===== config.mk =====
export PLATFORM = sky130hd
export DESIGN_NAME = fifo_fwft_ctrl
export DESIGN_NICKNAME = d
export VERILOG_FILES = /design/src/rtl/mq_pkg.sv /design/src/rtl/fifo_fwft_ctrl.sv
export SDC_FILE = /design/constraint.sdc
export NUM_CORES = 1
export LEC_CHECK = 0
export BUFFER_PORTS_ARGS = -buffer_cell sky130_fd_sc_hd__buf_2
export CAP_MARGIN = 10
export CORE_ASPECT_RATIO = 0.9
export CORE_UTILIZATION = 50
export CTS_BUF_LIST = sky130_fd_sc_hd__clkbuf_2 sky130_fd_sc_hd__clkbuf_4 sky130_fd_sc_hd__clkbuf_8
export DETAILED_ROUTE_END_ITERATION = 8
export PLACE_DENSITY = 0.82
export SLEW_MARGIN = 0
export SYNTH_ARGS = -nofsm -noshare
export SYNTH_HDL_FRONTEND = slang
export SYNTH_SLANG_ARGS = --single-unit
export TNS_END_PERCENT = 20

===== constraint.sdc =====
create_clock -name clk -period 2.4 [get_ports clk]
set_input_delay 0.24 -clock clk [delete_from_list [all_inputs] [get_ports clk]]
set_output_delay 0.24 -clock clk [all_outputs]
set_load 0.02 [all_outputs]

===== src/rtl/mq_pkg.sv =====
// multi-queue receive buffer definitions

package mq_pkg;

   // queue count and addressing
   localparam int num_queues  = 4;             // receive queues
   localparam int qid_width   = 2;             // queue number bits
   localparam int depth_width = 3;             // 8 words per queue

   // payload
   localparam int data_width  = 16;            // word payload bits

   // per-queue discard counters
   localparam int drop_width  = 8;             // saturates at 255

   // word as seen at the input and at the drain output
   typedef struct packed {
      logic [qid_width-1:0]  qid;              // target queue
      logic [data_width-1:0] data;             // payload
   } queue_word_t;

endpackage


===== src/rtl/fifo_fwft_ctrl.sv =====
// first-word-fall-through queue controller

`timescale 1ns/10ps

module fifo_fwft_ctrl #(
   parameter int dw          = mq_pkg::data_width,
   parameter int depth_width = mq_pkg::depth_width
) (
   input  logic                   clk,
   input  logic                   reset,
   input  logic                   flush,
   input  logic                   push,
   input  logic [dw-1:0]          din,
   output logic                   ready,
   input  logic                   pop,
   output logic [dw-1:0]          dout,
   output logic                   valid,
   output logic                   payload_re,
   output logic [depth_width-1:0] payload_raddr,
   input  logic [dw-1:0]          payload_rdata,
   output logic                   payload_we,
   output logic [depth_width-1:0] payload_waddr,
   output logic [dw-1:0]          payload_wdata
);

   logic [depth_width:0] w_ptr, w_ptr_nxt;     // extra msb tells full from empty
   logic [depth_width:0] r_ptr, r_ptr_nxt;
   logic                 head_vld;             // head word lives in head_q
   logic [dw-1:0]        head_q;
   logic                 head_load, head_clr;
   logic                 conflict;             // write hits the slot being read
   logic                 byp_sel;
   logic [dw-1:0]        byp_q;                // word written alongside the pop

   assign w_ptr_nxt = w_ptr + 1'b1;
   assign r_ptr_nxt = r_ptr + 1'b1;

   always_ff @(posedge clk) begin
      if (reset || flush) begin                // flush drops everything
         w_ptr <= '0;
         r_ptr <= '0;
      end else begin
         if (push) w_ptr <= w_ptr_nxt;
         if (pop)  r_ptr <= r_ptr_nxt;
      end
   end

   assign ready = (w_ptr[depth_width] == r_ptr[depth_width]) |
                  (w_ptr[depth_width-1:0] != r_ptr[depth_width-1:0]); // not full
   assign valid = (w_ptr != r_ptr);            // not empty

   // first word into an empty queue skips the ram
   assign head_load = ~head_vld & ~valid & push;
   assign head_clr  = head_vld & pop;

   always_ff @(posedge clk) begin
      if (reset || flush) head_vld <= 1'b0;
      else if (head_load) head_vld <= 1'b1;
      else if (head_clr)  head_vld <= 1'b0;
   end

   always_ff @(posedge clk) begin
      if (head_load) head_q <= din;            // payload only
   end

   // ram read address runs one slot ahead of r_ptr
   assign payload_we    = push;
   assign payload_waddr = w_ptr[depth_width-1:0];
   assign payload_wdata = din;
   assign payload_re    = pop;
   assign payload_raddr = r_ptr_nxt[depth_width-1:0];

   assign conflict = push & pop & (payload_waddr == payload_raddr);

   always_ff @(posedge clk) begin
      if (reset || flush) byp_sel <= 1'b0;
      else if (pop)       byp_sel <= conflict; // re-decided on every pop
   end

   always_ff @(posedge clk) begin
      if (pop) byp_q <= din;                   // capture in case of conflict
   end

   assign dout = head_vld ? head_q : (byp_sel ? byp_q : payload_rdata);

endmodule


# ---- After elaboration in Yosys (flattened, before gate mapping)
# Cells that the tools add are included.
dict set report word_totals {
  ff_bits 42
  word_cells 26
  out_inout_bits 42
  inputBits 37
}
dict set report op_classes {
  addsub 2
  muxes 4
  n_eq_ne 4
  bitwise 8
  reduce_logical 2
}
# operator n
set ops {}
lappend ops {{$mux 16} 2}
lappend ops {{$add 4x1->4 const B} 2}
lappend ops {{$and 1x1->1} 5}
lappend ops {{$ne 4x4->1} 1}
lappend ops {{$eq 3x3->1} 1}
lappend ops {{$ne 3x3->1} 1}
lappend ops {{$mux 1} 2}
lappend ops {{$not 1->1} 2}
lappend ops {{$reduce_bool 2->1} 1}
lappend ops {{$eq 1x1->1} 1}
lappend ops {{$logic_or 1x1->1} 1}
lappend ops {{$or 1x1->1} 1}

# ---- Longest topological paths before layout
dict set report logic_depth {
  word_depth 5
  mapped_depth 4
}

# ---- Worst setup path after synthesis
# Ideal clock, no wire load.
dict set report synth_path {
  kind {reg-to-reg}
  startpoint {reg w_ptr[1]}
  endpoint {reg head_q[0], enable pin}
  synth_period_minus_slack_ns 1.999
  t_required_ns 2.013
  n_path_buf 0
  stages_incl_launch_ff 4
  setup_time_ns 0.387
  arrival_ns 1.612
  path_slack_ns 0.401
  path_cell_list {dfxtp_1 -> xnor2_1 -> nand4_2 -> nor3b_2}
}
dict set report synth_between {
  elab_chain_cells 4
}
# item line
set synth_lines {}
lappend synth_lines {{start: declaration} fifo_fwft_ctrl.sv:26} ;# logic [depth_width:0] w_ptr, w_ptr_nxt;
lappend synth_lines {{start signal: assignment} fifo_fwft_ctrl.sv:43} ;# if (push) w_ptr <= w_ptr_nxt;
lappend synth_lines {{$ne 4x4->1} fifo_fwft_ctrl.sv:50} ;# assign valid = (w_ptr != r_ptr);
lappend synth_lines {{net valid} fifo_fwft_ctrl.sv:17} ;# output logic valid,
lappend synth_lines {{$not 1->1} fifo_fwft_ctrl.sv:53} ;# assign head_load = ~head_vld & ~valid & push;
lappend synth_lines {{$and 1x1->1 (2 in series)} fifo_fwft_ctrl.sv:53}
lappend synth_lines {{net head_load} fifo_fwft_ctrl.sv:30} ;# logic head_load, head_clr;
lappend synth_lines {{end signal: assignment} fifo_fwft_ctrl.sv:63} ;# if (head_load) head_q <= din;
lappend synth_lines {{end: declaration} fifo_fwft_ctrl.sv:29} ;# logic [dw-1:0] head_q;
# The timed path passes the listed nets, and every way through them passes these cells.
# A chain may end at the register's enable or synchronous reset.

# ---- Worst setup path in the final report
dict set report layout_path {
  startpoint {reg byp_sel}
  endpoint {out dout[1]}
}
dict set report layout_between {
  elab_chain_cells 2
}
# item line
set layout_lines {}
lappend layout_lines {{start: declaration} fifo_fwft_ctrl.sv:32} ;# logic byp_sel;
lappend layout_lines {{start signal: assignment} fifo_fwft_ctrl.sv:77} ;# else if (pop) byp_sel <= conflict;
lappend layout_lines {{$mux 16 (2 in series)} fifo_fwft_ctrl.sv:84} ;# assign dout = head_vld ? head_q : (byp_sel ? byp_q : payload_rdata);
lappend layout_lines {{end: declaration} fifo_fwft_ctrl.sv:16} ;# output logic [dw-1:0] dout,
# No other way between the ends.

==> flow_summary.ini <==
[status]
outcome = finished clean

[sta]
final-setup-viol-count = 0
holdWs_ns = 0.1442
worst_slew_pin_slew_ns = 0.7019
timing.setup.tns_ns = 0
slew_violations = 0
relSlewSlack_pct = 53.14
hold_viol = 0
min_period_ns = 1.918
rsz0062_at_grt = false
finalCritPeriodShare_pct = 79.92
fmax_mhz = 521.4
finClkSkew_ns = 0.007994

[placed_design]
io_buffers = 78
hpwlAfterDp_um = 2488
placed_cells = 259
globalplace.congestion = 0.7963
placed_area_um2 = 2245

[route]
firstDrtPassIters = 4
drt_iter0_markers = 78
drc_errors = 0
viasPerCell = 4.970
wl_per_cell_um = 13.30
antenna_left = 0
vias = 1327
routed_wl_um = 3551

[yosys]
synthFlopType = edfxtp_1
synth_edf_count = 32
synthDistinctLibCells = 25
ys_top_cells_by_area = edfxtp_1, dfxtp_1, buf_4, mux2i_1, o21ai_0
mappedNetlistArea_um2 = 1999
synth_cells = 164
seq_area_frac_synth_pct = 58.07
post_synth.cell_area_avg_um2 = 12.19
post-synth-top-count-cell = edfxtp_1
yosys.area.top_type = edfxtp_1
async_flop_share_pct = 0
yosys-top-cells-count = edfxtp_1, buf_4, mux2i_1, nand2_1, o21ai_0
yosysWarnings = 0
ys_ff_latch = 42
netlist.area_leader.share_pct = 48.06
synth_nets = 203

[floorplan]
core_area_um2 = 3784
die_w_um = 68.66
die_h_um = 61.99
initial_core_util_pct = 52.84
ioPinCount = 79
num_rows = 21
dieArea_um2 = 4256

[grt]
grt_max_degree = 26
antenna_found_initial = 0
grt_usage_pct = 17.61
grt_pass1_vias = 1144
grt_pass1_wl_um = 5071
gr-total-overflow = 0

[cells_and_area]
diodes = 0
final_cell_area_um2 = 2377
drive_gt1_share_pct = 42.08
num-nets-final = 259
area_growth_pct = 18.90
layoutNonFillerInstCount = 267
post-route-util_pct = 62.83

[setup_path]
crit_path_end_kind = output port
worst_ep_required_time_ns = 2.16
cp.arrival_ns = 1.68
crit_fanout = 12
crit_type = flip-flop to output port
start_kind = flip-flop

[clock_tree]
clk_latency_ns = 0.29
clockRootBuffer = clkbuf_8
htreeDepth = 2
clock-sinks = 42
cts_setup_buffers = 0
path_clk_slew_ns = 0.08
hold_buffers = 0
clk_path_buf_depth = 2
cts_tree = done
cts_resized = 0
numCtsBuffers = 5

[power_and_ir_drop]
pwr_density_cell_nw_per_um2 = 724.5
peakVddDrop_v = 0.0004100
power.leakage_nw = 0.9574

[min_path]
hp-class = input pin to flip-flop

[flow_run]
maxCapViolCount = 0
[logic make-up (layout without fill, tap and decap cells)]
logic type | Yosys count | count (layout) | share of synthesized area [%]
DFF | 42 | 42 | 58.07
adders and majority gates | 2 | 2 | 1.251
muxes | 18 | 18 | 9.011
AOI/OAI and AO/OA | 18 | 18 | 4.819
and+or+nand+nor | 37 | 37 | 8.761
buffers and inverters | 34 | 91 | 11.64
xor gates and xnor gates | 13 | 13 | 6.446
[through the flow]
step	power [mW]	setup slack (ns)
after CTS	1.735	0.4607
final	1.722	0.4820
after detailed placement	1.098	0.7823
after global routing	1.787	0.3682
after floorplan	1.022	0.4013
after global placement	1.091	0.8284
[layout by cell type, fill, tap and decap left out, drive strengths merged]
cell type,instances
buf,81
bufinv,2
clkbuf,5
clkinv,1
dfxtp,10
edfxtp,32
ha,2
inv,2
mux2i,18
nand2,18
nand3,2
nand3b,1
nand4,4
nor2,9
nor3b,1
o21ai,16
o31ai,1
o32ai,1
or2,2
xnor2,7
xor2,6
[routing by layer]
metal / track usage [%] / wire [µm]
met1: 19.69 / 1477
met2: 31.09 / 1809
met4: 8.036 / 52
met3: 5.292 / 212
met5: 0 / 0
[registers in the layout, indices dropped and copies added (netlist names)]
| name | flops |
|---|---|
| r_ptr | 4 |
| byp_q | 16 |
| byp_sel | 1 |
| w_ptr | 4 |
| head_q | 16 |
| head_vld | 1 |
[final cells by class]
cell class              count  area, µm²
fillers                   319       1406
flip-flops and latches     42       1161
multi-input cells          88      605.6
repair buffers             81      412.9
clock buffers               5      68.82
clock inverters             3      63.81
well taps                  46      57.56
inverters                   2      7.507
[power breakdown]
part / internal (mW) / total, mW / switching, mW
combinational: 0.0831 / 0.223 / 0.140
clock: 0.411 / 0.643 / 0.231
sequential: 0.836 / 0.857 / 0.0211
[critical path: stages, from the launching register on]
cell	delay (ns)
dfxtp_1	0.51
buf_4	0.31
mux2i_1	0.23
o21ai_0	0.12
buf_2	0.21
[path summary, 6_finish.rpt]
check | from | end | slack, ns | cells after the start
setup / recovery | byp_sel | dout[1] | 0.48 | 4
hold / removal | din[10] | head_q[10] | 0.14 | 1
setup reg to reg | w_ptr[1] | head_q[12] | 0.79 | 4
hold reg to reg | r_ptr[3] | r_ptr[3] | 0.55 | 2
Note: power is estimated with default switching activity, not from simulation.
