===== src/rtl/mq_pkg.sv =====
// multi-queue receive buffer definitions

package mq_pkg;

   // queue count and addressing
   localparam int num_queues  = 4;             // receive queues
   localparam int qid_width   = 2;             // queue number bits
   localparam int depth_width = 3;             // 8 words per queue

   // payload
   localparam int data_width  = 16;            // word payload bits

   // per-queue discard counters
   localparam int drop_width  = 8;             // saturates at 255

   // word as seen at the input and at the drain output
   typedef struct packed {
      logic [qid_width-1:0]  qid;              // target queue
      logic [data_width-1:0] data;             // payload
   } queue_word_t;

endpackage


===== src/rtl/payload_ram.sv =====
// queue payload storage

`timescale 1ns/10ps

module payload_ram #(
   parameter int dw          = mq_pkg::data_width,
   parameter int depth_width = mq_pkg::depth_width
) (
   input  logic                   clk,
   input  logic                   we,
   input  logic [depth_width-1:0] waddr,
   input  logic [dw-1:0]          wdata,
   input  logic                   re,
   input  logic [depth_width-1:0] raddr,
   output logic [dw-1:0]          rdata
);

   logic [dw-1:0] mem [2**depth_width];        // one word per slot

   always_ff @(posedge clk) begin
      if (we) mem[waddr] <= wdata;             // synchronous write
   end

   // registered read returns old data on a same-address write
   always_ff @(posedge clk) begin
      if (re) rdata <= mem[raddr];             // holds when re is low
   end

endmodule


===== config.mk =====
export PLATFORM = sky130hd
export DESIGN_NAME = payload_ram
export DESIGN_NICKNAME = d
export VERILOG_FILES = /design/src/rtl/mq_pkg.sv /design/src/rtl/payload_ram.sv
export SDC_FILE = /design/constraint.sdc
export NUM_CORES = 1
export LEC_CHECK = 0
export BUFFER_PORTS_ARGS = -buffer_cell sky130_fd_sc_hd__buf_2
export CAP_MARGIN = 20
export CORE_MARGIN = 2
export CORE_UTILIZATION = 59
export CTS_CLUSTER_DIAMETER = 30
export CTS_CLUSTER_SIZE = 40
export DETAILED_ROUTE_END_ITERATION = 12
export PLACE_DENSITY = 0.86
export SLEW_MARGIN = 10
export SYNTH_ARGS = -nofsm -noshare
export SYNTH_HDL_FRONTEND = slang
export SYNTH_SLANG_ARGS = --single-unit

===== constraint.sdc =====
create_clock -name clk -period 2.8 [get_ports clk]
set_input_delay 0.56 -clock clk [delete_from_list [all_inputs] [get_ports clk]]
set_output_delay 0.56 -clock clk [all_outputs]
set_load 0.02 [all_outputs]

======== Word-level counts from Yosys, hierarchy flattened ========
Memories as Yosys holds them, arrays and structs flattened. A register that Yosys moved wholly into a read port is not among the register bits.
Cells that the tools add are included.
Widths: inputs -> output; s select.
cells by class
  add/sub/neg operators ................... 0
  multiply operators ...................... 0
  divide/modulo/power cells ............... 0
  magnitude comparators ................... 0
  eq/ne operators ......................... 0
  shifts and indexed selects .............. 0
  multiplexer cells ....................... 2
  bitwise gates (word level) .............. 0
  reduce and logical (&&, ||, !) cells .... 0
operators with widths
  kind    number
  $mux 1  2
word-level totals
  bits in registers ....................... 0
  bits in latches ......................... 0
  RAM bits ................................ 128
  bits in read-only memories .............. 0
  output and inout bits ................... 16
  word-level logic and storage cells ...... 3
  memories ................................ 1
memory list
  memory  depth  width  rd ports  clocked after memory_dff  wr ports  line               text
  mem     8      16     1         1                         1         payload_ram.sv:18  logic [dw-1:0] mem [2**depth_width];

======== Longest topological paths before layout ========
Gate-level depths: netlist of the first run.
  word-level depth ........................ 2
  mapped depth ............................ 4
  mapped depth without buffers ............ 2

======== Least setup slack after synthesis of the first run ========
No wires, ideal clock.
  path kind ............................... in2reg
  from .................................... input port waddr[2]
  to ...................................... memory mem[0][0] in the netlist's numbering (enable)
  library setup time ...................... 0.409 ns
  arrival time ............................ 1.873 ns
  setup slack ............................. 0.517 ns
  stages .................................. 2
  cell sequence ........................... nand2b_1 -> nor3_1
RTL lines
  item         line               text
  from (decl)  payload_ram.sv:11  input logic [depth_width-1:0] waddr,
  to (decl)    payload_ram.sv:18
No word-level cell before the write port.

======== Worst setup path in the final report of the first run ========
  from .................................... register rdata[6], read port of mem
  to ...................................... output port rdata[6]
RTL lines
  item         line               text
  from (decl)  payload_ram.sv:15  output logic [dw-1:0] rdata
No word-level cell between the ends.

==> impl_summary.log, run 1 <==
[metrics] run status: completed
[metrics] port buffer count: 40
[metrics] Die W: roughly 100 µm
[metrics] area of the die: between 10,000 and 15,000 µm²
[metrics] global-route wire length before repair: roughly 15,000 µm
[metrics] post-route fraction of the period consumed by the critical path: 0.602
[metrics] Pins Over Slew Limit: 0
[metrics] DRT antenna net count: 0
[metrics] share of final-layout standard cells stronger than drive strength 1: 0.367
[metrics] aggregate global routing overflow: 0
[metrics] gr usage total: 0.216
[metrics] Min-Delay Path Class: input port to flop
[metrics] clock latency of the later-clocked register in the worst-skew pair: between 500 and 600 ps
[metrics] cell type contributing the most total cell area after synthesis: edfxtp_1
[metrics] Tmin final: 1680 ps
[metrics] number of flip-flops and latches in the synthesized netlist: 144
[metrics] critical path capture point type: primary output
[metrics] filler-free cell count of the finished design: 400
[metrics] Yosys warning count: 0
[metrics] Final Hold Viols: 0
[metrics] crit-path cells: buf_2
[metrics] setup-violating endpoint count in the final report: 0
[metrics] final-layout worst hold slack: 306 ps
[metrics] clk sink count: 144
[metrics] Cell Count Post-Placement: about 370
[metrics] worst-case clock buffer depth: 2
[metrics] post-cts sizing count: 0
[metrics] number of buffers added by the clock tree synthesis step: 17
[metrics] max capacitance violation total: 0
[metrics] VDD IR-drop max: slightly below 0.5 mV
[metrics] Slew @ Worst Pin: roughly 690 ps
[metrics] Std-Cell Core Area: 9110 µm²
[metrics] leading post-synthesis cells by cell area: edfxtp_1, mux4_1, mux2_2, mux4_2, buf_6
[metrics] dominant delay contributor by cell family on the critical path: flip-flops
[metrics] standard-cell row count: 35
[metrics] number of optimization iterations in the first detailed-route pass: 6
[metrics] average wire length per cell after detail routing: roughly 25 µm
[metrics] drc violations: 0
[metrics] final setup skew: about 7 ps
[metrics] timing-limited maximum frequency: slightly below 0.6 GHz
[metrics] distinct cell type count of the synthesized netlist: 11
[metrics] critical path required time: approximately 2200 ps
[metrics] critical path's slowest cell: edfxtp_1
[metrics] total via count in the routed design: roughly 2,400
[metrics] worst slew slack as a fraction of its limit: 0.542
[metrics] CTS tree: done
[metrics] Netlist Area Pre-Place: around 5500 µm²
[metrics] placed wire-length estimate after detailed placement: roughly 5300 µm
[metrics] Largest stage delay, worst path: 420 ps
[metrics] Syn Area/Cell: around 25 µm²
[metrics] static leakage power: ~2.3 nW
[metrics] Initial DRC Count: ~180
[metrics] number of filler instances in the final layout: about 520
[metrics] post-detailed-route via-to-cell ratio: 6.12
[metrics] Mapped Nets: 239
[metrics] fraction of synthesized cell area taken by the top area cell type: 0.793
[metrics] Startpoint Class: flop
[metrics] start-to-end type of the worst setup path: flop to primary output
[metrics] cts hold-fix bufs: 0
[metrics] synthesis-to-finish area growth: 19.0%
[metrics] Die Y: ~100 µm
[metrics] instance area after placement: 5860 µm²
[metrics] buffer cell driving the clock tree root: clkbuf_8
[metrics] routed wire length: around 9800 µm
[metrics] setup_tns: 0 ps
[metrics] synthesized netlist cell count: 214
[metrics] sequential share of the synthesized area: 0.793
[metrics] starting utilization of the core area: 0.599
[metrics] post-CTS setup buffer count: 0
[metrics] ant diodes: 0
[metrics] Arrival @ worst endpoint: about 1100 ps
[metrics] H-tree Lvls: 4
[metrics] unrepaired setup endpoints after global routing: false
[metrics] number of global-route vias before repair: around 2,500
[metrics] Final Wtd Congestion: 0.709
[metrics] biggest fanout along the worst timing path: 1
[metrics] clock slew at the register clock pins of the worst setup and hold paths: approximately 60 ps
[metrics] post-route cell area: around 6500 µm²
[metrics] power density cells: approximately 800 nW/µm²
[metrics] net count reported at finish: approximately 300
[metrics] largest net degree at the start of global routing: 33
[metrics] buffers and inverters on the worst path: 1
[metrics] number of antenna violations at the first check in global routing: 0
[metrics] number of placed I/O pins: 41
state kept, by name (all words and copies together), names as in the netlist:
name and flops:
mem 128, rdata 16
cells in the mapped netlist:
master    count
edfxtp_1    144
mux4_1       28
clkbuf_2      1
nor2_1        6
mux2_2       16
buf_6         4
buf_1         4
mux4_2        4
nor3_1        2
nand2_1       2
nand2b_1      3
report_power, final:
part           switching (mW)  total (mW)  leakage (nW)  internal, mW
Clock                   0.846        2.38         0.304          1.53
Sequential             0.0220        2.49          1.32          2.46
Combinational           0.135       0.246         0.642         0.111
final timing paths:
kind / end / from / slack [ps] / cells past startpoint
worst max-delay path: rdata[6] / rdata[6] / 1120 / 1
worst min-delay path: mem[7][8] / wdata[8] / 310 / 1
worst max register to register: rdata[7] / mem[1][7] / 1280 / 2
worst min register to register: rdata[11] / mem[0][11] / 750 / 2
metrics by stage:
| stage | util | power, mW | setup WS, ps |
|---|---|---|---|
| after floorplan | - | 2.67 | 517 |
| after global placement | 0.643 | 2.76 | 752 |
| after detailed placement | 0.643 | 2.77 | 715 |
| after CTS | 0.713 | 5.15 | 1110 |
| after global routing | 0.713 | 5.25 | 1080 |
| final | 0.713 | 5.11 | 1120 |
worst reg2reg max path: cells and delay by family, from the launching register on:
kind   cells  cell delay [ps]
mux        2              860
flops      1              400
routing by layer:
layer	global-route usage	share of wire
met5	0	0
met1	0.282	0.41
met4	0.0738	0.012
met3	0.0752	0.056
met2	0.345	0.52
cells by family (layout without fill, tap and decap cells):
kind of cell,after synthesis,after routing,synth area share
buffers and inverters,9,84,0.0119
AND/OR/NAND/NOR,13,13,0.0108
flip-flops,144,144,0.793
multiplexers,48,48,0.184
layout make-up:
type,count,area [µm²],share of cell area
Tap cell,111,139,0.0214
Sequential cell,144,4320,0.666
Timing Repair Buffer,53,323,0.0497
Clock buffer,17,414,0.0638
Clock inverter,14,215,0.0332
Multi-Input combinational cell,61,1070,0.166
placed cells by master, fill, tap and decap left out, types with 3 or more instances in the layout:
cell,synthesis,layout
nor2_1,6,6
clkinv_2,0,3
buf_2,0,40
mux4_1,28,28
edfxtp_1,144,144
buf_4,0,11
mux4_2,4,4
clkinv_4,0,3
mux2_2,16,16
clkbuf_16,0,16
bufinv_16,0,5
nand2b_1,3,3
Note: power is estimated with default switching activity, not from simulation.
==> inputs of run 2 (changes only) <==
==> constraint.sdc (replaced) <==
create_clock -name clk -period 1.65 [get_ports clk]
set_input_delay 0.33 -clock clk [delete_from_list [all_inputs] [get_ports clk]]
set_output_delay 0.33 -clock clk [all_outputs]
set_load 0.02 [all_outputs]
==> run 2 against run 1 <==
Net effect:
- flip-flop and latch count did not move
- critical path depth is 1 higher
- clock-buffer cell count grew 1
- design area is 0.35% lower
- power rose by 59%
- die area is the same
- first-iteration DRC count grew 16%
- register-to-register slack got worse by 1200 ps
- critical path type is now flop to flop
- largest cell class unchanged
==> impl_summary.log, run 2 (synthesis results as in run 1) <==
[metrics] cts hold-fix bufs: 0 (unchanged)
[metrics] standard-cell row count: 35 (unchanged)
[metrics] Final Wtd Congestion: 0.695 (-2.0%)
[metrics] Post-Route Utilization: 0.710 (-0.00247)
[metrics] setup-violating endpoint count in the final report: 0 (unchanged)
[metrics] largest net degree at the start of global routing: 33 (unchanged)
[metrics] Pins Over Slew Limit: 0 (unchanged)
[metrics] post-CTS setup buffer count: 0 (unchanged)
[metrics] drc violations: 0 (unchanged)
[metrics] global-route wire length before repair: 14,000 µm (-4.5%)
[metrics] net count reported at finish: 301 (-0.33%)
[metrics] clock slew at the register clock pins of the worst setup and hold paths: 60 ps (about the same)
[metrics] Slew @ Worst Pin: 490 ps (-197 ps)
[metrics] timing-limited maximum frequency: 0.657 GHz
[metrics] Initial DRC Count: 207 (+16%)
[metrics] number of filler instances in the final layout: 495 (-3.9%)
[metrics] buffer cell driving the clock tree root: clkbuf_8
[metrics] fin worst setup slack: 128 ps (-988 ps)
[metrics] Die W: 100 µm (unchanged)
[metrics] average wire length per cell after detail routing: 23.8 µm (-3.0%)
[metrics] clock latency of the later-clocked register in the worst-skew pair: 520 ps (about the same)
[metrics] port buffer count: 40 (unchanged)
[metrics] Arrival @ worst endpoint: 1790 ps (+670 ps)
[metrics] number of antenna violations at the first check in global routing: 0 (unchanged)
[metrics] number of flip-flops in the largest register: 128 (unchanged)
[metrics] Tmin final: between 1500 and 2000 ps
[metrics] largest reg by FF count: mem
[metrics] power density cells: 1260 nW/µm² (+60%)
[metrics] post-detailed-route via-to-cell ratio: 6.00 (-2.0%)
[metrics] synthesis-to-finish area growth: 18.6%
[metrics] run status: completed
[metrics] footprint of the multi-input gates: 1070 µm² (unchanged)
[metrics] ant diodes: 0 (unchanged)
[metrics] start-to-end type of the worst setup path: flop to flop
[metrics] H-tree Lvls: 4 (unchanged)
[metrics] Sequential cell area: 4320 µm² (unchanged)
[metrics] worst-case clock buffer depth: 2 (unchanged)
[metrics] number of optimization iterations in the first detailed-route pass: 4 (-2)
[metrics] routed wire length: 9510 µm (-3.0%)
[metrics] leading cell type in the layout, fill and taps excluded: edfxtp_1
[metrics] biggest fanout along the worst timing path: 1 (unchanged)
[metrics] Die Y: 100 µm (unchanged)
[metrics] worst slew slack as a fraction of its limit: 0.673 (+0.131)
[metrics] post-route fraction of the period consumed by the critical path: 0.922
[metrics] largest registers: mem (128), rdata (16)
[metrics] Std-Cell Core Area: 9110 µm² (unchanged)
[metrics] aggregate global routing overflow: 0 (unchanged)
[metrics] share of final-layout standard cells stronger than drive strength 1: 0.360 (-0.00692)
[metrics] number of placed I/O pins: 41 (unchanged)
[metrics] clk sink count: 144 (unchanged)
[metrics] VDD IR-drop max: 0.810 mV (+64%)
[metrics] total via count in the routed design: 2,400 (-2.0%)
[metrics] post-cts sizing count: 0 (unchanged)
[metrics] area of the die: 10,000 µm² (unchanged)
[metrics] critical path required time: 1920 ps (-320 ps)
[metrics] Final Hold Viols: 0 (unchanged)
[metrics] Min-Delay Path Class: input port to flop
[metrics] CTS tree: done
[metrics] placed wire-length estimate after detailed placement: 5110 µm (-3.8%)
[metrics] max capacitance violation total: 0 (unchanged)
[metrics] commonest non-fill, non-tap cells in the layout: edfxtp_1, buf_2, mux4_1, mux2_2, clkbuf_16
[metrics] DRT antenna net count: 0 (unchanged)
[metrics] worst reg2reg path depth: 2 (unchanged)
[metrics] final setup skew: 8.63 ps (+1.63 ps)
[metrics] final-layout worst hold slack: 78.0 ps (-228 ps)
[metrics] gr usage total: 0.206 (-0.0101)
[metrics] Placement Setup Slack: -159 ps (-874 ps)
[metrics] static leakage power: 2.23 nW (-1.6%)
[metrics] unrepaired setup endpoints after global routing: false
[metrics] number of global-route vias before repair: 2,424 (-4.7%)
[metrics] critical path capture point type: flop
[metrics] number of buffers added by the clock tree synthesis step: 17 (unchanged)
[metrics] starting utilization of the core area: 0.599 (unchanged)
[metrics] post-layout power: 8.13 mW (+59%)
[metrics] Startpoint Class: flop
[metrics] hold path cells: 1 (unchanged)
[run 2: cell count changes in the layout (fill, tap and decap cells not counted), sizes merged]
cell,change
clkinv,-2
clkbuf,+1
clkinvlp,+2
bufinv,-4
inv,+4
buf,-1
[run 2: per-stage QoR]
step	instance area, µm²	setup TNS (ps)	std cells
after floorplan	5460	0	214
after global placement	5920	-1200	368
after detailed placement	5920	-2000	368
after CTS	6470	0	400
after global routing	6470	0	400
final	6470	0	400
[run 2: final cells by class]
type                            instances  area share
Timing Repair Buffer                   52      0.0584
Multi-Input combinational cell         61       0.166
Clock buffer                           18      0.0646
Tap cell                              111      0.0215
Clock inverter                         14      0.0207
Sequential cell                       144       0.669
[run 2: final timing paths]
check        startpoint    endpoint  slack, ps
max reg2reg   mem[0][3]    rdata[3]        130
min           wdata[13]  mem[5][13]         80
min reg2reg  mem[5][15]   rdata[15]        750
max           mem[0][3]    rdata[3]        130
[run 2: critical path, stage by stage (launching register included)]
cell and delay [ps]:
edfxtp_1 420, mux4_1 550, mux2_2 300
[run 2: report_power, final]
group          total (mW)  switching [mW]  internal (mW)  leakage (nW)
clock                3.49            1.47           2.02         0.257
combinational       0.434           0.234          0.200         0.653
sequential           4.21          0.0332           4.18          1.32
[run 2: layer usage]
layer	up-vias	global-route usage	share of wire
met1	1261	0.257	0.41
li1	1064	-	-
met4	0	0.0822	0.012
met3	9	0.0641	0.048
met2	66	0.340	0.53
met5	-	0	0
