### src/rtl/mq_pkg.sv
// multi-queue receive buffer definitions

package mq_pkg;

   // queue count and addressing
   localparam int num_queues  = 4;             // receive queues
   localparam int qid_width   = 2;             // queue number bits
   localparam int depth_width = 3;             // 8 words per queue

   // payload
   localparam int data_width  = 16;            // word payload bits

   // per-queue discard counters
   localparam int drop_width  = 8;             // saturates at 255

   // word as seen at the input and at the drain output
   typedef struct packed {
      logic [qid_width-1:0]  qid;              // target queue
      logic [data_width-1:0] data;             // payload
   } queue_word_t;

endpackage

### src/rtl/queue_dispatch.sv
// input word dispatcher

`timescale 1ns/10ps

module queue_dispatch (
   input  logic                                                      clk,
   input  logic                                                      reset,
   input  logic                                                      flush,
   input  logic                                                      in_push,
   input  mq_pkg::queue_word_t                                       in_word,
   input  logic [mq_pkg::num_queues-1:0]                             lane_ready,
   output logic                                                      in_accept,
   output logic [mq_pkg::num_queues-1:0]                             push,
   output logic [mq_pkg::data_width-1:0]                             push_data,
   output logic [mq_pkg::num_queues-1:0][mq_pkg::drop_width-1:0]     drop_count
);

   import mq_pkg::*;

   logic dropped;                              // push seen but not taken

   assign in_accept = lane_ready[in_word.qid] & ~flush; // addressed queue has room
   assign dropped   = in_push & ~in_accept;
   assign push_data = in_word.data;            // shared by all queues

   always_comb begin
      push = '0;
      push[in_word.qid] = in_push & in_accept; // one-hot to the addressed queue
   end

   // one discard counter per queue
   always_ff @(posedge clk) begin
      if (reset) begin
         drop_count <= '0;
      end else if (dropped && (drop_count[in_word.qid] != '1)) begin
         drop_count[in_word.qid] <= drop_count[in_word.qid] + 1'b1; // stop at max
      end
   end

endmodule

### config.mk
export PLATFORM = sky130hd
export DESIGN_NAME = queue_dispatch
export DESIGN_NICKNAME = d
export VERILOG_FILES = /design/src/rtl/mq_pkg.sv /design/src/rtl/queue_dispatch.sv
export SDC_FILE = /design/constraint.sdc
export NUM_CORES = 1
export LEC_CHECK = 0
export ABC_CLOCK_PERIOD_IN_PS = 3900
export BUFFER_PORTS_ARGS = -buffer_cell sky130_fd_sc_hd__buf_2
export CORE_AREA = 5 5 66 68
export DETAILED_ROUTE_END_ITERATION = 6
export DIE_AREA = 0 0 71 73
export HOLD_SLACK_MARGIN = 0.02
export PLACE_DENSITY = 0.81
export SETUP_SLACK_MARGIN = 0.05
export SLEW_MARGIN = 20
export SYNTH_ARGS = -nofsm -noshare
export SYNTH_HDL_FRONTEND = slang
export SYNTH_SLANG_ARGS = --single-unit
### constraint.sdc
create_clock -name clk -period 3.9 [get_ports clk]
set_input_delay 0 -clock clk [delete_from_list [all_inputs] [get_ports clk]]
set_output_delay 0 -clock clk [all_outputs]
set_load 0.02 [all_outputs]
### Word-level counts from Yosys, hierarchy flattened

Index checks and enable logic that the tools add are counted.

* logic and storage cells: 25
* output and inout port bits: 53
* flip-flop bits (word level): 32
* bits in writable memories: 0
* bits in read-only memories: 0
* input bits: 26
* latch bits: 0
* memories: 0

* multipliers: 0
* bitwise gates (word level): 6
* mux-type cells: 9
* reduce and logical (&&, ||, !) cells: 2
* shift-type cells: 0
* order comparisons: 2
* eq/ne operators: 1
* add/subtract/negate cells: 1
* div/mod/pow operators: 0

Operators by type and width (number)
* bitwise mux 32 bit: 1
* binary-select mux 8 bit (select 2 bit): 1
* demux 8 bit (select 2 bit): 1
* 2-to-1 mux 8 bit: 2
* adder 8 x 1 -> 8 bit, second input constant: 1
* != test 8 bit, second input constant: 1
* AND 4 bit: 1
* AND 1 bit: 3
* < comparator 2 x 3 -> 1 bit, second input constant: 1
* binary-select mux 1 bit (select 2 bit): 1
* demux 1 bit (select 2 bit): 1
* greater-or-equal comparator 2 x 1 -> 1 bit, second input constant: 1
* logical AND 1 bit: 2
* 2-to-1 mux 1 bit: 2
* inverter 1 bit: 2

### Logic depth before layout (Yosys ltp)

Gate-level depths: netlist of the first run.

* depth in word-level cells: 6
* depth in mapped cells: 9

### Worst setup path before layout of the first run

OpenSTA, ideal clock, no wires.

* kind: flip-flop to flip-flop
* from: register drop_count[24] (netlist name)
* to: register drop_count[27] (netlist name)
* period minus slack after synthesis: 2.107 ns
* cell stages (with the launch flop): 8
* path slack: 1.793 ns
* data required time: 3.770 ns
* arrival time: 1.977 ns
* buffers on the path: 1
* path through: dfxtp_1 > mux4_2 > ha_1 > and3_4 > a21oi_4 > buf_6 > mux2i_1 > nor2_1

* word-level cells in the longest chain between the ends: 4

RTL lines
* from (decl): RTL line queue_dispatch.sv:15 `output logic [mq_pkg::num_queues-1:0][mq_pkg::drop_width-1:0] drop_count`
* from (signal, indexed assignment): RTL line queue_dispatch.sv:36 `drop_count[in_word.qid] <= drop_count[in_word.qid] + 1'b1;`
* binary-select mux 8 bit (select 2 bit) (*): RTL line queue_dispatch.sv:35, queue_dispatch.sv:36
* 2-to-1 mux 8 bit (implied by the code) (*): RTL line queue_dispatch.sv:35, queue_dispatch.sv:36
* adder 8 x 1 -> 8 bit / != test 8 bit (equally long branches): RTL line queue_dispatch.sv:36, queue_dispatch.sv:35
* bitwise mux 32 bit / logical AND 1 bit (equally long branches): RTL line queue_dispatch.sv:36, queue_dispatch.sv:35

Mark *: on every way between the ends. The rest lies on a longest branch, timed or not. The select of a mux whose other input is x is not followed.
A chain may end at the register's enable or synchronous reset.

### Worst setup path in the final report of the first run

* from: register drop_count[24] (netlist name)
* to: register drop_count[11] (netlist name)

Same word-level chain as after synthesis.

==> summary.md, run 1 <==
| Metric | Value |
|---|---|
| Outcome | `finished, final reports clean` |
| Met2 WL post-DR | `about 1900 um` |
| Fin. max-slew vios | `0` |
| Initial Util | `between 40% and 50%` |
| CP required | `between 4 and 5 ns` |
| Vias per cell | `5.30` |
| # hold bufs at CTS | `16` |
| Leading cell types in the layout, fill and taps excluded | `buf_2, nor2_1, dfxtp_1` |
| P_leak | `roughly 0.87 nW` |
| Clk_skew | `0.00963 ns` |
| CP max stage delay | `0.59 ns` |
| Synth Cell Area | `0.00175 mm2` |
| Power Dens Cells | `between 300 and 400 mW/mm2` |
| Clock Latency Late Sink | `0.29 ns` |
| First-pass GRT wire length | `6240 um` |
| Vias post-DR | `~1400` |
| Placer Congestion | `just under 0.8` |
| Mean post-synth cell area | `10.6 um2` |
| Sequential fraction of the synthesis area | `between 30% and 40%` |
| Peak supply drop | `between 150 and 200 uV` |
| Maxcap violations | `0` |
| Main synth FF type | `dfxtp_1` |
| Fin. Hold Viols | `0` |
| #FFs+latches synth | `32` |
| Final Cycle Share | `58.7%` |
| Worst setup SP type | `register` |
| Total GRT Usage | `15.4%` |
| Drt drc | `0` |
| Met1 wire length | `around 1700 um` |
| CP Capture Type | `register` |
| Clock tree root driver cell | `clkbuf_8` |
| Postcts setup bufs | `0` |
| Final nets | `roughly 240` |
| Post-cts sizing count | `0` |
| Final setup fails | `0` |
| Total Power | `roughly 0.7 mW` |
| Die X | `between 70 and 80 um` |
| DR WL/cell | `15.4 um` |
| Core ar. | `between 0.003 and 0.004 mm2` |
| Ant. Diodes | `0` |
| Placed insts | `roughly 240` |
| FP Rows | `23` |
| Rel. slew slack | `between 60% and 70%` |
| CTS tree | `done` |
| CP max FO | `12` |
| Async SR Flop Fraction | `0%` |
| Worst min path class | `input pin to register` |
| Number of flip-flops under the largest register name | `32` |
| Fill count | `353` |
| Highest routed layer | `met4` |
| Gr ovfl total | `0` |
| DRT iter0 DRCs | `between 100 and 150` |
| CP max-delay cell | `mux4_2` |
| Tmin final | `roughly 2.3 ns` |
| Bufs on Longest Clock Path | `2` |
| Worst-path cell chain | `mux4_2 -> ha_1 -> and3_4 -> a21oi_4 -> mux2i_1 -> nor2_1` |
| RSZ-0062 raised after global routing | `false` |
| Initial antenna violation count | `0` |
| Commonest non-fill, non-tap cell in the layout | `buf_2` |
| Post-synth EDFFs | `0` |
| Yosys warning count | `0` |
| CTS Buf Count | `5` |
| Port Buf Inserts | `46` |
| Metal3 WL | `273 um` |
| WL final | `just under 4000 um` |
| Io pins | `between 70 and 80` |
| Largest Register | `drop_count` |
| First-pass DRT Iterations | `4` |
| Post-synth net total | `about 190` |
| Share of layout cells above drive strength 1 | `31.7%` |
| Area grow syn2layout | `18.4%` |
| Pin count of the biggest net entering global routing | `33` |
| Setup CP Type | `register to register` |
| Post-route insts no fill | `between 200 and 300` |
| Cell count after synthesis | `approximately 170` |
| Largest regs | `drop_count x32` |
| Fmax achieved | `about 0.44 GHz` |
| Die Span Y | `approximately 73 um` |
| Worst Max-Slew Pin Slew | `approximately 0.6 ns` |
| Critical path arrival | `2.44 ns` |
| Final TNS setup | `0 ns` |
| Clock sink total | `32` |
| Antenna Violating Nets Remaining | `0` |
| # H-tree levels | `2` |
| Die area | `slightly above 0.005 mm2` |
| Worst-path clk slew | `~0.070 ns` |
| Synth unique cells | `26` |
| Vias in the first global route | `1286` |
| Post-DP HPWL | `2700 um` |
-- metal layers --
metal  global-route usage, %  up-vias
met1                    18.9      649
met2                    25.3       41
met5                       0        -
met3                    5.37        7
met4                    5.43        0
li1                        -      671
-- power breakdown --
group,internal (mW),switching (mW)
Combinational,0.0416,0.0669
Clock,0.121,0.121
Sequential,0.335,0.00639
Total,0.498,0.194
-- cells by family (layout without fill, tap and decap cells) --
family / after synthesis / after routing / synth area share (%)
simple gates: 47 / 47 / 11.9
flops: 32 / 32 / 36.6
buf+inv: 28 / 71 / 12.3
mux: 26 / 26 / 21.4
compound gates: 25 / 25 / 14.1
xor+xnor: 6 / 6 / 3.00
fa+ha+maj: 1 / 1 / 0.714
-- cell type report --
cell class,instances,area [um2],area share [%]
Timing Repair Buffer,62,390,18.8
Clock inverter,1,5.00,0.241
Tap cell,50,62.6,3.02
Inverter,2,7.51,0.362
Clock buffer,6,72.6,3.50
Sequential cell,32,641,30.9
Multi-Input combinational cell,105,896,43.2
-- cells in the mapped netlist (4+ instances only) --
cell        n  share of area [%]
mux2i_1    18                 10
dfxtp_1    32                 37
mux4_2      4                5.1
buf_4      16                6.9
mux4_1      4                6.0
a21oi_4     4                3.7
nor2_1     33                7.1
nor3_1      4                1.1
a211oi_1   13                5.6
a211oi_2    4                2.9
o2111ai_1   4                2.0
buf_6       5                3.2
-- critical path, delay by kind of cell, from the launching register on --
kind	cells	cell delay, ns
muxes	2	0.83
and+or+nand+nor	2	0.27
DFF	1	0.33
adders and majority gates	1	0.30
AOI/OAI and AO/OA	1	0.42
-- through the flow --
stage          area, um2  utilization [%]  setup WS (ns)  hold WS (ns)
6_report            2070             54.6           1.61         0.202
5_1_grt             2070             54.6           1.51         0.237
4_1_cts             2070             54.6           1.63         0.192
3_5_place_dp        1840             48.4           1.53      0.000137
3_3_place_gp        1840             48.4           1.59      0.000137
2_1_floorplan       1750                -           1.79        0.0728
-- final timing paths --
| path | endpoint | slack (ns) | depth (start not counted) | startpoint |
|---|---|---|---|---|
| worst max register to register | drop_count[11]$_SDFFE_PP0P_ | 1.61 | 6 | drop_count[24]$_SDFFE_PP0P_ |
| worst min-delay path | drop_count[19]$_SDFFE_PP0P_ | 0.20 | 2 | reset |
| worst min register to register | drop_count[9]$_SDFFE_PP0P_ | 0.51 | 2 | drop_count[9]$_SDFFE_PP0P_ |
| worst max-delay path | drop_count[11]$_SDFFE_PP0P_ | 1.61 | 6 | drop_count[24]$_SDFFE_PP0P_ |
No activity file was read; power rests on OpenSTA's default activity.
==> run 2: changes to the inputs <==
ABC_CLOCK_PERIOD_IN_PS = 2100   (was 3900)
CORE_AREA = 5 5 71 73   (was 5 5 66 68)
DIE_AREA = 0 0 76 78   (was 0 0 71 73)
PLACE_DENSITY = 0.74   (was 0.81)
clock period = 2.1 ns   (was 3.9 ns; I/O delays follow)
==> run 2 against run 1 <==
Final area rose by 9.7%. Critical path depth up 1. Setup slack worse by 1.5 ns. Die area grew 14%. Sequential cell count unchanged. Critical endpoint is now drop_count[10]$_SDFFE_PP0P_. Clock power increased by 110%.
==> summary.md, run 2 (synthesis gave the netlist of run 1 again) <==
| Metric | Value |
|---|---|
| Outcome | `finished, final reports clean` |
| Worst-path cell chain | `mux4_2 -> ha_4 -> and3_4 -> a21oi_4 -> buf_12 -> mux2i_2 -> nor2_1` |
| Final setup fails | `0` |
| Fin. Hold Viols | `0` |
| Worst setup SP type | `register` |
| Multi-input gate area | `908 um2` |
| Cell family with most CP delay | `multiplexers` |
| Share of layout cells above drive strength 1 | `just under 40%` |
| Largest Register | `drop_count` |
| CP max stage delay | `about 0.52 ns` |
| Ant. Diodes | `0` |
| Initial antenna violation count | `0` |
| Clock power share | `37.0%` |
| Worst Min Path Start | `reset` |
| CP required | `2.24 ns` |
| Final nets | `roughly 250` |
| First-pass DRT Iterations | `4` |
| Clock sink total | `32` |
| Commonest non-fill, non-tap cell in the layout | `buf_2` |
| Gr ovfl total | `0` |
| Sequential power share | `46.2%` |
| Die X | `approximately 76 um` |
| Final TNS setup | `0 ns` |
| Worst Max-Slew Pin Slew | `approximately 0.64 ns` |
| GR met1 Demand/Resource | `roughly 17%` |
| CP Capture Type | `register` |
| Bufs on Longest Clock Path | `2` |
| Busiest grt layer | `met2` |
| Area grow syn2layout | `29.9%` |
| Psw | `around 0.36 mW` |
| FP Rows | `24` |
| Tmin final | `approximately 2.0 ns` |
| Clk_skew | `0.00525 ns` |
| Die Span Y | `roughly 78 um` |
| P_leak | `around 0.95 nW` |
| Vias in the first global route | `1292` |
| Die area | `approximately 0.0059 mm2` |
| # H-tree levels | `2` |
| Comb pwr share | `16.8%` |
| Core ar. | `between 0.004 and 0.005 mm2` |
| Total GRT Usage | `approximately 14%` |
| Vias per cell | `between 5 and 6` |
| Peak supply drop | `between 400 and 500 uV` |
| DR WL/cell | `15.9 um` |
| Net Sw Frac | `a little over a quarter` |
| Final Cycle Share | `95.4%` |
| RSZ-0062 raised after global routing | `false` |
| Drt drc | `0` |
| Rel. slew slack | `a little under three fifths` |
| Largest regs | `drop_count x32` |
| Leading cell types in the layout, fill and taps excluded | `buf_2, nor2_1, dfxtp_1` |
| CP max-delay cell | `mux4_2` |
| M2 GR Usage | `a little under a quarter` |
| Number of flip-flops under the largest register name | `32` |
| CTS Buf Count | `5` |
| Total Power | `around 1.4 mW` |
| Vias post-DR | `1404` |
| Worst r2r src | `drop_count[24]$_SDFFE_PP0P_` |
| Placer Congestion | `0.715` |
| WL final | `between 4000 and 5000 um` |
| CTS tree | `done` |
| Worst-path clk slew | `roughly 0.06 ns` |
| Grt met3 use | `6.02%` |
| Critical path arrival | `roughly 2.2 ns` |
| Worst min path class | `input pin to register` |
| Worst setup path startpoint | `drop_count[24]$_SDFFE_PP0P_` |
| DRT iter0 DRCs | `110` |
| Internal power | `~1 mW` |
| CP max FO | `6` |
| First-pass GRT wire length | `6700 um` |
| Power Dens Cells | `a little over 600 mW/mm2` |
| Clock Latency Late Sink | `around 0.28 ns` |
| Setup CP Type | `register to register` |
| Io pins | `79` |
| Flip-flop and latch area | `around 640 um2` |
| Maxcap violations | `0` |
| Initial Util | `approximately two fifths` |
| WP buf/inv | `1` |
| Fill count | `roughly 400` |
| Fin. max-slew vios | `0` |
| Pin count of the biggest net entering global routing | `33` |
| Antenna Violating Nets Remaining | `0` |
| Fmax achieved | `around 0.5 GHz` |
| Clock tree root driver cell | `clkbuf_8` |
| Port Buf Inserts | `46` |
| Post-DP HPWL | `around 3000 um` |
[run 2: power by group through the flow]
stage / Clock, mW / Combinational, mW / Sequential (mW)
after floorplan: 0 / 0.148 / 0.664
after global placement: 0 / 0.172 / 0.647
after detailed placement: 0 / 0.175 / 0.647
after CTS: 0.516 / 0.227 / 0.634
after global routing: 0.547 / 0.248 / 0.636
final: 0.508 / 0.231 / 0.634
[run 2: path summary, 6_finish.rpt]
check | endpoint | slack [ns] | depth (start not counted)
worst max-delay path | drop_count[10]$_SDFFE_PP0P_ | 0.1 | 7
worst min-delay path | drop_count[3]$_SDFFE_PP0P_ | 0.23 | 2
worst max register to register | drop_count[10]$_SDFFE_PP0P_ | 0.1 | 7
worst min register to register | drop_count[17]$_SDFFE_PP0P_ | 0.51 | 2
[run 2: through the flow]
stage | instances | hold WS (ns) | utilization (%) | cell area [um2] | setup WS (ns)
finish | 273 | 0.225 | 53.0 | 2280 | 0.0974
CTS | 270 | 0.212 | 52.0 | 2230 | 0.0619
detailed placement | 245 | 0.000137 | 45.4 | 1950 | 0.0100
global placement | 245 | 0.000137 | 45.4 | 1950 | 0.0535
global route | 273 | 0.235 | 53.0 | 2280 | 0.0355
floorplan | 165 | 0.0728 | - | 1760 | 0.0529
[run 2: layout make-up]
class | instances | area share [%]
tap | 52 | 2.86
multi-input combinational | 105 | 39.9
clock buffer | 7 | 4.23
inverter | 2 | 0.330
timing repair buffer | 75 | 24.4
sequential | 32 | 28.3
[run 2: what timing repair did]
action	CTS	global route
setup endpoints to repair	5	23
setup buffers	2	2
endpoints found under the hold margin	16	0
pin swaps	1	2
hold buffers	16	0
cloned	0	1
resized for setup	0	4
[run 2: routing by layer]
layer	routed length, um	up-vias
met3	279	5
met1	1930	656
met4	40	0
li1	-	696
met5	0	-
met2	2100	47
==> run 3: changes to the inputs <==
ABC_AREA = 1   (was default)
CORE_AREA = 5 5 83 85   (was 5 5 71 73)
DIE_AREA = 0 0 88 90   (was 0 0 76 78)
PLACE_DENSITY = default   (was 0.74)
==> run 3 against run 2 <==
Via count is 45% higher. Highest routed layer unchanged. Fmax is 9.2% higher. Synthesized cell count is 110% higher. Area after synthesis is 18% higher. Clock skew is 0.0011 ns higher. Non-clock buffer count is 8 lower. Clock power is 3% lower. Critical path depth is 5 higher. Register-to-register slack better by 0.17 ns. Core utilization is 13 points lower.
==> summary.md, run 3 <==
| Metric | Value |
|---|---|
| CP max stage delay | `approximately 0.32 ns` |
| Fin. max-slew vios | `0` |
| Rel. slew slack | `between 60% and 70%` |
| CP max FO | `16` |
| Fin. Hold Viols | `0` |
| Synth Cell Area | `roughly 0.0021 mm2` |
| RSZ-0062 raised after global routing | `true` |
| Vias per cell | `between 4 and 5` |
| Power Dens Cells | `roughly 600 mW/mm2` |
| Yosys top cell area share | `between 30% and 40%` |
| Multi-input gate area | `roughly 0.001 mm2` |
| Main area contributors after synthesis | `dfxtp_1, nand2_1, nor2_1, inv_1, buf_4` |
| Postcts setup bufs | `0` |
| Outcome | `finished, final reports clean` |
| Die X | `about 88 um` |
| Initial Util | `between 30 and 40%` |
| Psw | `~0.46 mW` |
| Cell count after synthesis | `349` |
| Number of flip-flops under the largest register name | `32` |
| Comb pwr share | `between 20 and 25%` |
| Fmax achieved | `roughly 0.55 GHz` |
| Register-to-Register Setup Slack | `0.27 ns` |
| Port Buf Inserts | `between 40 and 50` |
| Final TNS setup | `0 ns` |
| Commonest non-fill, non-tap cell in the layout | `nand2_1` |
| Critical path arrival | `around 2 ns` |
| Pin count of the biggest net entering global routing | `33` |
| Worst setup path startpoint | `drop_count[16]$_SDFFE_PP0P_` |
| Clock Latency Late Sink | `0.28 ns` |
| P_leak | `between 1 and 1.5 nW` |
| Area grow syn2layout | `18.1%` |
| CTS Buf Count | `5` |
| Net Sw Frac | `roughly 31%` |
| Post-route insts no fill | `about 470` |
| Ant. Diodes | `0` |
| Synth Area in XOR/XNOR | `around 1.3%` |
| Total GRT Usage | `between 10 and 15%` |
| Clock sink total | `32` |
| Worst setup SP type | `register` |
| Async SR Flop Fraction | `0%` |
| Worst Hold Depth | `5` |
| First-pass DRT Iterations | `4` |
| Crit-path most repeated cell | `nand2_1` |
| Adder-cell share of the synthesized area | `less than 1%` |
| CP Capture Type | `register` |
| Final worst setup slack | `0.267 ns` |
| Sequential fraction of the synthesis area | `a little under a third` |
| Post-synth net total | `roughly 380` |
| Fill count | `around 680` |
| Final nets | `between 400 and 500` |
| Synth unique cells | `20` |
| Worst Max-Slew Pin Slew | `approximately 0.47 ns` |
| Largest Register | `drop_count` |
| Worst min path class | `input pin to register` |
| Main synth FF type | `dfxtp_1` |
| Post-cts sizing count | `0` |
| Peak supply drop | `257 uV` |
| Die area | `0.00792 mm2` |
| Maxcap violations | `0` |
| Final Cycle Share | `87.3%` |
| Placer Congestion | `just over 0.8` |
| Compound-Gate Fraction of Synth Area | `between 2 and 2.5%` |
| Antenna Violating Nets Remaining | `0` |
| Setup CP Type | `register to register` |
| Initial antenna violation count | `0` |
| Clock power share | `about 33%` |
| Mean post-synth cell area | `5.93 um2` |
| Hold-critical path endpoint | `drop_count[31]$_SDFFE_PP0P_` |
| Io pins | `79` |
| First-pass GRT wire length | `8940 um` |
| Worst-path clk slew | `roughly 0.070 ns` |
| Fraction of the mapped netlist area in simple logic gates | `45.1%` |
| Tmin final | `~1.8 ns` |
| WL final | `approximately 5400 um` |
| WP buf/inv | `1` |
| Worst-path cell chain | `inv_1 -> o21ai_0 -> nand2_1 -> nand2_1 -> ha_1 -> nand2_1 -> nor2_4 -> nand2_2 -> nand3_2 -> nand2_1 -> nand2_1 -> nor2_1` |
| Vias in the first global route | `just under 2000` |
| Sequential power share | `44.8%` |
| Drt drc | `0` |
| Top post-synthesis cells by count | `nand2_1, nor2_1, inv_1` |
| Yosys warning count | `0` |
| Post-place setup slack | `between 0.1 and 0.15 ns` |
| #FFs+latches synth | `32` |
| Critical path depth | `12` |
| Core ar. | `about 0.006 mm2` |
| Post-synthesis mux area share | `0%` |
| Post-DP HPWL | `about 3800 um` |
| Most frequent cell after synthesis | `nand2_1` |
| FP Rows | `29` |
| R2R depth | `12` |
| Flip-flop and latch area | `roughly 640 um2` |
| Die Span Y | `90 um` |
| Largest family of logic cells by synthesized area | `simple AND/OR/NAND/NOR gates` |
| Largest area contributor in the netlist | `dfxtp_1` |
| DR WL/cell | `11.4 um` |
| DRT iter0 DRCs | `roughly 120` |
| Vias post-DR | `slightly above 2000` |
| Worst r2r src | `drop_count[16]$_SDFFE_PP0P_` |
| # H-tree levels | `2` |
| Post-synth EDFFs | `0` |
| Largest regs | `drop_count x32` |
| Cell family with most CP delay | `simple AND/OR/NAND/NOR gates` |
| Final setup fails | `0` |
| Placed insts | `448` |
| Clk_skew | `~0.0064 ns` |
| Gr ovfl total | `0` |
| CP required | `roughly 2.3 ns` |
| FF-to-FF End | `drop_count[5]$_SDFFE_PP0P_` |
| CTS tree | `done` |
| Worst Min Path Start | `reset` |
| Share of layout cells above drive strength 1 | `17.0%` |
| Bufs on Longest Clock Path | `2` |
| Leading cell types in the layout, fill and taps excluded | `nand2_1, nor2_1, buf_2` |
| Clock tree root driver cell | `clkbuf_8` |
| Internal power | `approximately 1.0 mW` |
| CP max-delay cell | `dfxtp_1` |
[run 3: cell type report]
type / count / area share (%)
multi-input combinational: 244 / 41.8
tap: 77 / 3.94
inverter: 44 / 6.86
clock buffer: 8 / 3.68
sequential: 32 / 26.2
timing repair buffer: 67 / 17.5
[run 3: worst register-to-register path, delay by kind of cell (launching register included)]
family / cells / cell delay, ns
AO/OA/AOI/OAI: 1 / 0.14
adder cells (fa/ha/maj): 1 / 0.19
buffers and inverters: 1 / 0.07
AND/OR/NAND/NOR: 9 / 1.00
flip-flops: 1 / 0.32
[run 3: kinds of logic (layout without fill, tap and decap cells)]
logic type,count (synthesis),count (layout)
buffers and inverters,73,119
flip-flops,32,32
AO/OA/AOI/OAI,7,7
AND/OR/NAND/NOR,233,233
adder cells (fa/ha/maj),1,1
XOR/XNOR,3,3
[run 3: worst max path at each step]
stage | end | slack, ns
3_5_place_dp | drop_count[14]$_SDFFE_PP0P_ | 0.13
6_report | drop_count[5]$_SDFFE_PP0P_ | 0.27
3_3_place_gp | drop_count[14]$_SDFFE_PP0P_ | 0.17
2_1_floorplan | drop_count[5]$_SDFFE_PP0P_ | 0.34
4_1_cts | drop_count[28]$_SDFFE_PP0P_ | 0.27
5_1_grt | drop_count[12]$_SDFFE_PP0P_ | -0.01
[run 3: power groups by stage]
stage / sequential [mW] / clock [mW] / combinational [mW]
2_1_floorplan: 0.710 / 0 / 0.215
3_3_place_gp: 0.677 / 0 / 0.276
3_5_place_dp: 0.676 / 0 / 0.279
4_1_cts: 0.663 / 0.504 / 0.328
5_1_grt: 0.666 / 0.535 / 0.363
6_report: 0.662 / 0.491 / 0.324
[run 3: per-layer routing]
metal,wire length [um],GRT usage (%),up-vias
met5,0,0,-
met4,72,3.32,0
met3,417,3.93,7
met2,2540,23.1,55
met1,2350,17.6,888
li1,-,-,1092
[run 3: what timing repair did]
| item | in CTS | in global routing |
|---|---|---|
| endpoints found under the setup margin | 0 | 16 |
| hold buffers | 16 | 0 |
| hold endpoints to repair | 16 | 0 |
[run 3: through the flow]
stage,power (mW),utilization [%],hold WS (ns),instance area [um2]
floorplan,0.925,-,0.113,2070
detailed placement,0.956,35.8,0.000137,2190
global route,1.56,39.9,0.245,2440
CTS,1.49,39.9,0.224,2440
finish,1.48,39.9,0.222,2440
global placement,0.952,35.8,0.000137,2190
